`src/rtl/uart_pkg.sv`:
```
// shared types, register map and state encodings for the APB UART; import into each module
package uart_pkg;

  localparam int BYTE_W = 8;
  localparam int APB_ADDR_W = 4;
  localparam int APB_DATA_W = 32;

  typedef logic [BYTE_W-1:0]     byte_t;
  typedef logic [APB_ADDR_W-1:0] apb_addr_t;
  typedef logic [APB_DATA_W-1:0] apb_word_t;

  // register map, one word each
  localparam apb_addr_t ADDR_DATA   = 4'h0;
  localparam apb_addr_t ADDR_STATUS = 4'h4;
  localparam apb_addr_t ADDR_CTRL   = 4'h8;

  // bit positions in STATUS
  localparam int ST_RX_VALID = 0;
  localparam int ST_TX_BUSY  = 1;
  localparam int ST_OVERRUN  = 2;
  localparam int ST_BREAK    = 3;
  localparam int ST_FRAMING  = 4;

  // one received character, valid is a single-cycle pulse
  typedef struct packed {
    byte_t data;
    logic  stop_ok;
    logic  valid;
  } rx_frame_t;

  typedef struct packed {
    logic rx_valid;
    logic overrun;
    logic brk;
    logic framing;
  } uart_status_t;

  // all single-cycle pulses from the register block
  typedef struct packed {
    logic rd_data;
    logic clr_overrun;
    logic clr_break;
    logic clr_framing;
  } flag_clear_t;

  typedef enum logic [1:0] {
    TX_IDLE,
    TX_START,
    TX_DATA,
    TX_STOP
  } tx_state_e;

  typedef enum logic [1:0] {
    RX_IDLE,
    RX_START,
    RX_DATA,
    RX_STOP
  } rx_state_e;

endpackage

```
`src/rtl/uart_regs.sv`:
```
// APB register block of the UART: decodes accesses, starts transmits and issues flag clears
`timescale 1ns/1ps

module uart_regs
  import uart_pkg::*;
(
  input  logic         clk,
  input  logic         rst_n,
  input  logic         psel,
  input  logic         penable,
  input  logic         pwrite,
  input  apb_addr_t    paddr,
  input  apb_word_t    pwdata,
  output apb_word_t    prdata,
  output logic         pready,
  output logic         pslverr,
  output logic         tx_start,
  output byte_t        tx_byte,
  input  logic         tx_busy,
  input  byte_t        rx_byte,
  input  uart_status_t status,
  output flag_clear_t  clear,
  output logic         loopback
);

  logic      access;
  logic      wr_en;
  logic      rd_en;
  logic      sel_data;
  logic      sel_status;
  logic      sel_ctrl;
  logic      mapped;
  apb_word_t status_word;

  // zero wait states, every access phase completes
  assign pready = 1'b1;

  assign access = psel & penable;
  assign wr_en  = access & pwrite;
  assign rd_en  = access & ~pwrite;

  assign sel_data   = (paddr == ADDR_DATA);
  assign sel_status = (paddr == ADDR_STATUS);
  assign sel_ctrl   = (paddr == ADDR_CTRL);
  assign mapped     = sel_data | sel_status | sel_ctrl;

  // a byte written while the shifter is busy is dropped
  assign pslverr = access & (~mapped | (pwrite & sel_data & tx_busy));

  assign tx_start = wr_en & sel_data & ~tx_busy;
  assign tx_byte  = pwdata[BYTE_W-1:0];

  // pulses land in the status block on the closing edge of the access
  assign clear.rd_data     = rd_en & sel_data;
  assign clear.clr_overrun = wr_en & sel_status & pwdata[ST_OVERRUN];
  assign clear.clr_break   = wr_en & sel_status & pwdata[ST_BREAK];
  assign clear.clr_framing = wr_en & sel_status & pwdata[ST_FRAMING];

  always_comb begin
    status_word              = '0;
    status_word[ST_RX_VALID] = status.rx_valid;
    status_word[ST_TX_BUSY]  = tx_busy;
    status_word[ST_OVERRUN]  = status.overrun;
    status_word[ST_BREAK]    = status.brk;
    status_word[ST_FRAMING]  = status.framing;
  end

  // read mux, quiet outside a read access
  always_comb begin
    prdata = '0;
    if (rd_en) begin
      if (sel_data) begin
        prdata = apb_word_t'(rx_byte);
      end else if (sel_status) begin
        prdata = status_word;
      end else if (sel_ctrl) begin
        prdata = apb_word_t'(loopback);
      end
    end
  end

  always_ff @(posedge clk or negedge rst_n) begin
    if (!rst_n) begin
      loopback <= 1'b0;
    end else if (wr_en && sel_ctrl) begin
      loopback <= pwdata[0];
    end
  end

  // an access phase is always preceded by its setup phase
  a_apb_setup_first: assert property (
    @(posedge clk) disable iff (!rst_n)
    (psel && penable) |-> $past(psel && !penable)
  ) else $error("apb access phase without setup phase");

endmodule

```
`src/rtl/uart_rx.sv`:
```
// UART receiver: synchronizes the line, finds the start bit and samples each bit at mid-bit
`timescale 1ns/1ps

module uart_rx
  import uart_pkg::*;
#(
  parameter int CLKS_PER_BIT = 4
) (
  input  logic      clk,
  input  logic      rst_n,
  input  logic      rx_serial,
  output rx_frame_t frame
);

  localparam int CW = $clog2(CLKS_PER_BIT + 1);
  localparam int HALF = (CLKS_PER_BIT > 1) ? CLKS_PER_BIT / 2 : 1;
  localparam logic [CW-1:0] BIT_LAST = CW'(CLKS_PER_BIT - 1);
  localparam logic [CW-1:0] MID_LAST = CW'(HALF - 1);

  rx_state_e     state;
  logic [1:0]    sync_q;
  logic          rx_s;
  logic          rx_d;
  logic          fall;
  logic [CW-1:0] clk_cnt;
  logic [2:0]    bit_idx;
  logic          bit_end;
  byte_t         shift;
  logic          stop_q;
  logic          valid_q;

  // two-flop synchronizer, idles high
  always_ff @(posedge clk or negedge rst_n) begin
    if (!rst_n) begin
      sync_q <= 2'b11;
      rx_d   <= 1'b1;
    end else begin
      sync_q <= {sync_q[0], rx_serial};
      rx_d   <= rx_s;
    end
  end

  assign rx_s    = sync_q[1];
  assign fall    = rx_d & ~rx_s;
  assign bit_end = (clk_cnt == BIT_LAST);

  always_ff @(posedge clk or negedge rst_n) begin
    if (!rst_n) begin
      state   <= RX_IDLE;
      clk_cnt <= '0;
      bit_idx <= '0;
      valid_q <= 1'b0;
    end else begin
      valid_q <= 1'b0;
      clk_cnt <= bit_end ? '0 : clk_cnt + 1'b1;
      case (state)
        RX_IDLE: begin
          clk_cnt <= '0;
          if (fall) begin
            state <= RX_START;
          end
        end
        RX_START: begin
          // recheck at mid start bit, a short glitch falls back to idle
          if (clk_cnt == MID_LAST) begin
            clk_cnt <= '0;
            bit_idx <= '0;
            state   <= rx_s ? RX_IDLE : RX_DATA;
          end
        end
        RX_DATA: begin
          if (bit_end) begin
            bit_idx <= bit_idx + 1'b1;
            if (bit_idx == 3'd7) begin
              state <= RX_STOP;
            end
          end
        end
        RX_STOP: begin
          // frame reported right after the stop sample
          if (bit_end) begin
            valid_q <= 1'b1;
            state   <= RX_IDLE;
          end
        end
        default: state <= RX_IDLE;
      endcase
    end
  end

  always_ff @(posedge clk) begin
    if (state == RX_DATA && bit_end) begin
      shift <= {rx_s, shift[BYTE_W-1:1]};
    end
    if (state == RX_STOP && bit_end) begin
      stop_q <= rx_s;
    end
  end

  assign frame.data    = shift;
  assign frame.stop_ok = stop_q;
  assign frame.valid   = valid_q;

endmodule

```
`src/rtl/uart_rx_status.sv`:
```
// receive holding register with sticky rx_valid, overrun, break and framing flags
`timescale 1ns/1ps

module uart_rx_status
  import uart_pkg::*;
(
  input  logic         clk,
  input  logic         rst_n,
  input  rx_frame_t    frame,
  input  flag_clear_t  clear,
  output byte_t        rx_byte,
  output uart_status_t status
);

  logic is_break;
  logic is_framing;

  assign is_break   = frame.valid & ~frame.stop_ok & (frame.data == '0);
  assign is_framing = frame.valid & ~frame.stop_ok & (frame.data != '0);

  // a newer frame simply overwrites the old byte
  always_ff @(posedge clk) begin
    if (frame.valid) begin
      rx_byte <= frame.data;
    end
  end

  // set beats clear when both arrive in one cycle
  always_ff @(posedge clk or negedge rst_n) begin
    if (!rst_n) begin
      status <= '0;
    end else begin
      if (frame.valid) begin
        status.rx_valid <= 1'b1;
      end else if (clear.rd_data) begin
        status.rx_valid <= 1'b0;
      end

      if (frame.valid && status.rx_valid) begin
        status.overrun <= 1'b1;
      end else if (clear.clr_overrun) begin
        status.overrun <= 1'b0;
      end

      if (is_break) begin
        status.brk <= 1'b1;
      end else if (clear.clr_break) begin
        status.brk <= 1'b0;
      end

      if (is_framing) begin
        status.framing <= 1'b1;
      end else if (clear.clr_framing) begin
        status.framing <= 1'b0;
      end
    end
  end

  a_break_xor_framing: assert property (
    @(posedge clk) disable iff (!rst_n)
    !($rose(status.brk) && $rose(status.framing))
  ) else $error("break and framing set by the same frame");

endmodule

```
`src/rtl/uart_top.sv`:
```
// APB UART top level: wires the register block, transmitter, receiver and status keeper
`timescale 1ns/1ps

module uart_top
  import uart_pkg::*;
#(
  parameter int CLKS_PER_BIT = 4
) (
  input  logic      clk,
  input  logic      rst_n,
  input  logic      psel,
  input  logic      penable,
  input  logic      pwrite,
  input  apb_addr_t paddr,
  input  apb_word_t pwdata,
  output apb_word_t prdata,
  output logic      pready,
  output logic      pslverr,
  input  logic      rx_pin,
  output logic      tx_pin
);

  logic         tx_start;
  byte_t        tx_byte;
  logic         tx_busy;
  logic         tx_line;
  logic         rx_serial;
  logic         loopback;
  rx_frame_t    frame;
  byte_t        rx_byte;
  uart_status_t status;
  flag_clear_t  clear;

  // internal loopback feeds the receiver from the transmitter
  assign rx_serial = loopback ? tx_line : rx_pin;
  assign tx_pin    = tx_line;

  uart_regs u_regs (
    .clk      (clk),
    .rst_n    (rst_n),
    .psel     (psel),
    .penable  (penable),
    .pwrite   (pwrite),
    .paddr    (paddr),
    .pwdata   (pwdata),
    .prdata   (prdata),
    .pready   (pready),
    .pslverr  (pslverr),
    .tx_start (tx_start),
    .tx_byte  (tx_byte),
    .tx_busy  (tx_busy),
    .rx_byte  (rx_byte),
    .status   (status),
    .clear    (clear),
    .loopback (loopback)
  );

  uart_tx #(.CLKS_PER_BIT(CLKS_PER_BIT)) u_tx (
    .clk      (clk),
    .rst_n    (rst_n),
    .tx_start (tx_start),
    .tx_byte  (tx_byte),
    .tx_line  (tx_line),
    .tx_busy  (tx_busy)
  );

  uart_rx #(.CLKS_PER_BIT(CLKS_PER_BIT)) u_rx (
    .clk       (clk),
    .rst_n     (rst_n),
    .rx_serial (rx_serial),
    .frame     (frame)
  );

  uart_rx_status u_rx_status (
    .clk     (clk),
    .rst_n   (rst_n),
    .frame   (frame),
    .clear   (clear),
    .rx_byte (rx_byte),
    .status  (status)
  );

endmodule

```
`src/rtl/uart_tx.sv`:
```
// UART transmitter: serializes one byte as start, 8 data bits LSB first, stop
`timescale 1ns/1ps

module uart_tx
  import uart_pkg::*;
#(
  parameter int CLKS_PER_BIT = 4
) (
  input  logic  clk,
  input  logic  rst_n,
  input  logic  tx_start,
  input  byte_t tx_byte,
  output logic  tx_line,
  output logic  tx_busy
);

  localparam int CW = $clog2(CLKS_PER_BIT + 1);
  localparam logic [CW-1:0] BIT_LAST = CW'(CLKS_PER_BIT - 1);

  tx_state_e     state;
  logic [CW-1:0] clk_cnt;
  logic [2:0]    bit_idx;
  byte_t         shift;
  logic          bit_end;

  assign bit_end = (clk_cnt == BIT_LAST);
  assign tx_busy = (state != TX_IDLE);

  always_ff @(posedge clk or negedge rst_n) begin
    if (!rst_n) begin
      state   <= TX_IDLE;
      clk_cnt <= '0;
      bit_idx <= '0;
      tx_line <= 1'b1;
    end else begin
      clk_cnt <= bit_end ? '0 : clk_cnt + 1'b1;
      case (state)
        TX_IDLE: begin
          clk_cnt <= '0;
          if (tx_start) begin
            state   <= TX_START;
            tx_line <= 1'b0;
          end
        end
        TX_START: begin
          if (bit_end) begin
            state   <= TX_DATA;
            bit_idx <= '0;
            tx_line <= shift[0];
          end
        end
        TX_DATA: begin
          if (bit_end) begin
            bit_idx <= bit_idx + 1'b1;
            if (bit_idx == 3'd7) begin
              state   <= TX_STOP;
              tx_line <= 1'b1;
            end else begin
              tx_line <= shift[1];
            end
          end
        end
        TX_STOP: begin
          if (bit_end) begin
            state <= TX_IDLE;
          end
        end
        default: state <= TX_IDLE;
      endcase
    end
  end

  // data shifter
  always_ff @(posedge clk) begin
    if (state == TX_IDLE && tx_start) begin
      shift <= tx_byte;
    end else if (state == TX_DATA && bit_end) begin
      shift <= {1'b0, shift[BYTE_W-1:1]};
    end
  end

  a_no_start_when_busy: assert property (
    @(posedge clk) disable iff (!rst_n)
    tx_start |-> !tx_busy
  ) else $error("tx_start while transmitter busy");

endmodule

```
`config.mk`:
```
export PLATFORM = sky130hd
export DESIGN_NAME = uart_top
export DESIGN_NICKNAME = d
export VERILOG_FILES = /design/src/rtl/uart_pkg.sv /design/src/rtl/uart_regs.sv /design/src/rtl/uart_rx.sv /design/src/rtl/uart_rx_status.sv /design/src/rtl/uart_top.sv /design/src/rtl/uart_tx.sv
export SDC_FILE = /design/constraint.sdc
export NUM_CORES = 1
export LEC_CHECK = 0
export ABC_AREA = 1
export BUFFER_PORTS_ARGS = -buffer_cell sky130_fd_sc_hd__buf_2
export CORE_ASPECT_RATIO = 0.6
export CORE_UTILIZATION = 30
export DETAILED_ROUTE_END_ITERATION = 10
export GPL_ROUTABILITY_DRIVEN = 0
export GPL_TIMING_DRIVEN = 0
export PLACE_DENSITY = 0.52
export SYNTH_ARGS = -nofsm -noshare
export SYNTH_HDL_FRONTEND = slang
export SYNTH_SLANG_ARGS = --single-unit
```
`constraint.sdc`:
```
create_clock -name clk -period 1.9 [get_ports clk]
set_input_delay 0.095 -clock clk [delete_from_list [all_inputs] [get_ports clk]]
set_output_delay 0.095 -clock clk [all_outputs]
set_load 0.01 [all_outputs]
```
==> impl_metrics.env <==
export IMPL_drt_initial_drc_count=114
export IMPL_period_minus_slack_ns=1.72
export IMPL_yosys_warnings=0
export IMPL_synth_compound_area_share=0.0696
export IMPL_synthAdderAreaFrac=0.0742
export IMPL_dieArea_um2=9390
export IMPL_antenna_found_initial=0
export IMPL_grt_pass1_vias=1585
export IMPL_ys_ff_latch=51
export IMPL_worst_endpoint_required_ns=1.80
export IMPL_finish_utilization=0.377
export IMPL_gr_total_overflow=0
export IMPL_outcome="finished clean"
export IMPL_synth_top_family_by_area="simple AND/OR/NAND/NOR gates"
export IMPL_p_int_mw=2.35
export IMPL_hold_depth=2
export IMPL_nNetsFinal=394
export IMPL_worstHoldPathType="in -> reg"
export IMPL_slew_violations=0
export IMPL_area_growth_synth_to_final_pct=20.4
export IMPL_worst_path_max_delay_cell="dfrtp_1"
export IMPL_irDropWorstVdd_mv=0.413
export IMPL_grt_use_total=0.107
export IMPL_post_dp_hpwl_um=3660
export IMPL_pwr_density_cell_nw_per_um2=1090
export IMPL_fin_skew_ns=0.00390
export IMPL_critPathArrivalTime_ns=1.63
export IMPL_cp_max_fo=8
export IMPL_setup_viol=0
export IMPL_die_y_um=75.5
export IMPL_fmax_mhz=581
export IMPL_cpPeakStageDelay_ns=0.42
export IMPL_root_buffer="clkbuf_16"
export IMPL_grt_start_max_net_pins=27
export IMPL_finalHoldViolCount=0
export IMPL_core_area_um2=8620
export IMPL_synth_xor_area_share=0
export IMPL_worst_pin_slew_ns=0.607
export IMPL_path_clk_slew_ns=0.06
export IMPL_ys_seq_area_frac=0.521
export IMPL_path_delay_family="flip-flops"
export IMPL_synth_simple_area_share=0.202
export IMPL_wl_um=4650
export IMPL_start_kind="flop"
export IMPL_grt_pass1_wl_um=7800
export IMPL_rows=26
export IMPL_layout_drive_gt1_share=0.270
export IMPL_power_frac_seq=0.407
export IMPL_cp_common_cell="nor2_1"
export IMPL_pwr_share_comb=0.300
export IMPL_routed_via_density=3.95
export IMPL_avgSynthCellArea_um2=9.70
export IMPL_num_io_pins=77
export IMPL_path_cells="inv_1, ha_1, buf_6, nor3_1, nor2_1, nor2_1, buf_2"
export IMPL_reg2regPathDepth=4
export IMPL_die_w_um=124
export IMPL_synth_mux_area_frac=0.00417
export IMPL_rsz0062_at_grt="no"
export IMPL_vias=1773
export IMPL_relSlewSlack=0.595
export IMPL_cp_end_kind="primary output"
export IMPL_first_pass_iters=4
export IMPL_power_leakage_nw=1.57
export IMPL_path_depth=7
export IMPL_pwr_share_clk=0.292
export IMPL_numCtsBuffers=5
export IMPL_fin_crit_sh=0.906
export IMPL_drc=0
export IMPL_swShare=0.339
export IMPL_clock_sinks=51
export IMPL_numPortBuffers=27
export IMPL_critPathKind="reg -> out"
export IMPL_drtAntennaViolNets=0
export IMPL_syn_area_um2=2700
export IMPL_drv_cap=0
export IMPL_syn_inst=278
export IMPL_cts_tree="yes"
export IMPL_p_switching_mw=1.20
export IMPL_wl_per_cell_um=10.4
export IMPL_initial_utilization=0.313
export IMPL_antenna_cells=0
export IMPL_holdWs_ns=0.0370
export IMPL_clock_latency_ns=0.29
export IMPL_htreeDepth=2
export IMPL_yosys_cell_types_count=32
export IMPL_cts_buffer_depth=2
export IMPL_critPathBufInv=3
-- final timing paths --
check,from,to,slack (ns)
min in group asynchronous,rst_n,u_rx.bit_idx[0],0.34
worst max register to register,u_tx.state[0],u_tx.shift[6],0.21
worst max-delay path,u_tx.state[0],pslverr,0.18
worst min-delay path,rx_pin,u_rx.sync_q[0],0.04
max in group asynchronous,rst_n,u_tx.clk_cnt[2],1.15
worst min register to register,u_rx.sync_q[0],u_rx.sync_q[1],0.36
-- placed cells by master (no fill, tap or decap), types with 2 or more instances in the layout --
cell / synthesis / routed
buf_6: 2 / 2
conb_1: 2 / 25
nor3_1: 2 / 2
nor2_4: 3 / 3
dfstp_2: 4 / 4
a21oi_1: 3 / 3
clkbuf_16: 0 / 5
edfxtp_1: 25 / 25
nand3b_1: 2 / 2
o21ai_0: 15 / 14
nand3_1: 12 / 12
inv_1: 31 / 31
nand4_1: 2 / 2
dfrtp_1: 22 / 22
nor2_1: 24 / 23
buf_2: 0 / 27
inv_2: 2 / 2
o21ai_2: 7 / 8
buf_4: 25 / 25
nand2_1: 63 / 63
ha_1: 16 / 16
nand2_2: 3 / 3
nor2_2: 2 / 3
-- what timing repair did --
action                                  CTS  global route
hold buffers                              1             0
setup buffers                             0             0
endpoints found under the setup margin    8             8
resized for setup                         2             1
endpoints found under the hold margin    22             0
-- per-stage QoR --
| stage | instance area (um^2) | setup slack [ns] | instances | TNS [ns] | total power, mW |
|---|---|---|---|---|---|
| 2_1_floorplan | 2780 | 0.0774 | 301 | 0 | 2.26 |
| 3_3_place_gp | 3060 | -0.270 | 440 | -2.16 | 2.51 |
| 3_5_place_dp | 3060 | -0.280 | 440 | -2.23 | 2.52 |
| 4_1_cts | 3250 | 0.0390 | 449 | 0 | 3.58 |
| 5_1_grt | 3250 | 0.0144 | 449 | 0 | 3.81 |
| 6_report | 3250 | 0.179 | 449 | 0 | 3.55 |
-- logic make-up (layout without fill, tap and decap cells) --
group,Yosys count,in the layout
AND/OR/NAND/NOR,117,117
buffers and inverters,61,97
flip-flops,51,51
AO/OA/AOI/OAI,30,30
adder cells (fa/ha/maj),16,16
other,2,25
multiplexers,1,1
-- power by group through the flow --
stage / Clock [mW] / Combinational (mW) / Sequential (mW)
final: 1.04 / 1.07 / 1.45
after global routing: 1.12 / 1.23 / 1.47
after CTS: 1.07 / 1.07 / 1.44
after detailed placement: 0 / 1.06 / 1.47
after global placement: 0 / 1.05 / 1.46
after floorplan: 0 / 0.828 / 1.43
-- state kept, by name, summed over array words and instances (netlist names), 3 cells and up, named ones only --
register / count
u_rx_status.rx_byte: 8
u_rx.clk_cnt: 3
u_rx_status.status: 4
u_tx.clk_cnt: 3
u_tx.bit_idx: 3
u_tx.shift: 8
u_rx.bit_idx: 3
u_rx.shift: 8
-- metal layers --
metal / GRT usage / wire (um)
met1: 0.166 / 2690
met4: 0.0361 / 54
met2: 0.136 / 1640
met5: 0 / 0
met3: 0.0309 / 268
-- Yosys cell counts --
master / instances / area, um^2
a21boi_0: 1 / 7.51
a21o_1: 1 / 7.51
a21oi_1: 3 / 15.0
a31oi_1: 1 / 6.26
buf_4: 25 / 188
buf_6: 2 / 22.5
conb_1: 2 / 7.51
dfrtp_1: 22 / 551
dfstp_2: 4 / 105
edfxtp_1: 25 / 751
ha_1: 16 / 200
inv_1: 31 / 116
inv_2: 2 / 7.51
inv_4: 1 / 6.26
mux2_2: 1 / 11.3
nand2_1: 63 / 236
nand2_2: 3 / 18.8
nand2_4: 1 / 11.3
nand3_1: 12 / 60.1
nand3_4: 1 / 17.5
nand3b_1: 2 / 15.0
nand4_1: 2 / 12.5
nor2_1: 24 / 90.1
nor2_2: 2 / 12.5
nor2_4: 3 / 33.8
nor2_8: 1 / 20.0
nor3_1: 2 / 10.0
o211ai_1: 1 / 7.51
o21ai_0: 15 / 75.1
o21ai_2: 7 / 61.3
o31ai_1: 1 / 7.51
or2_2: 1 / 6.26
-- area by class of cell --
cell class | count | area [um^2]
Buffer | 27 | 210
Sequential cell | 51 | 1410
Inverter | 34 | 130
Fill cell | 875 | 5370
Tap cell | 112 | 140
Multi-Input combinational cell | 189 | 1040
Clock inverter | 3 | 47.5
Timing Repair Buffer | 28 | 145
Clock buffer | 5 | 125
Note: power is estimated with default switching activity, not from simulation.
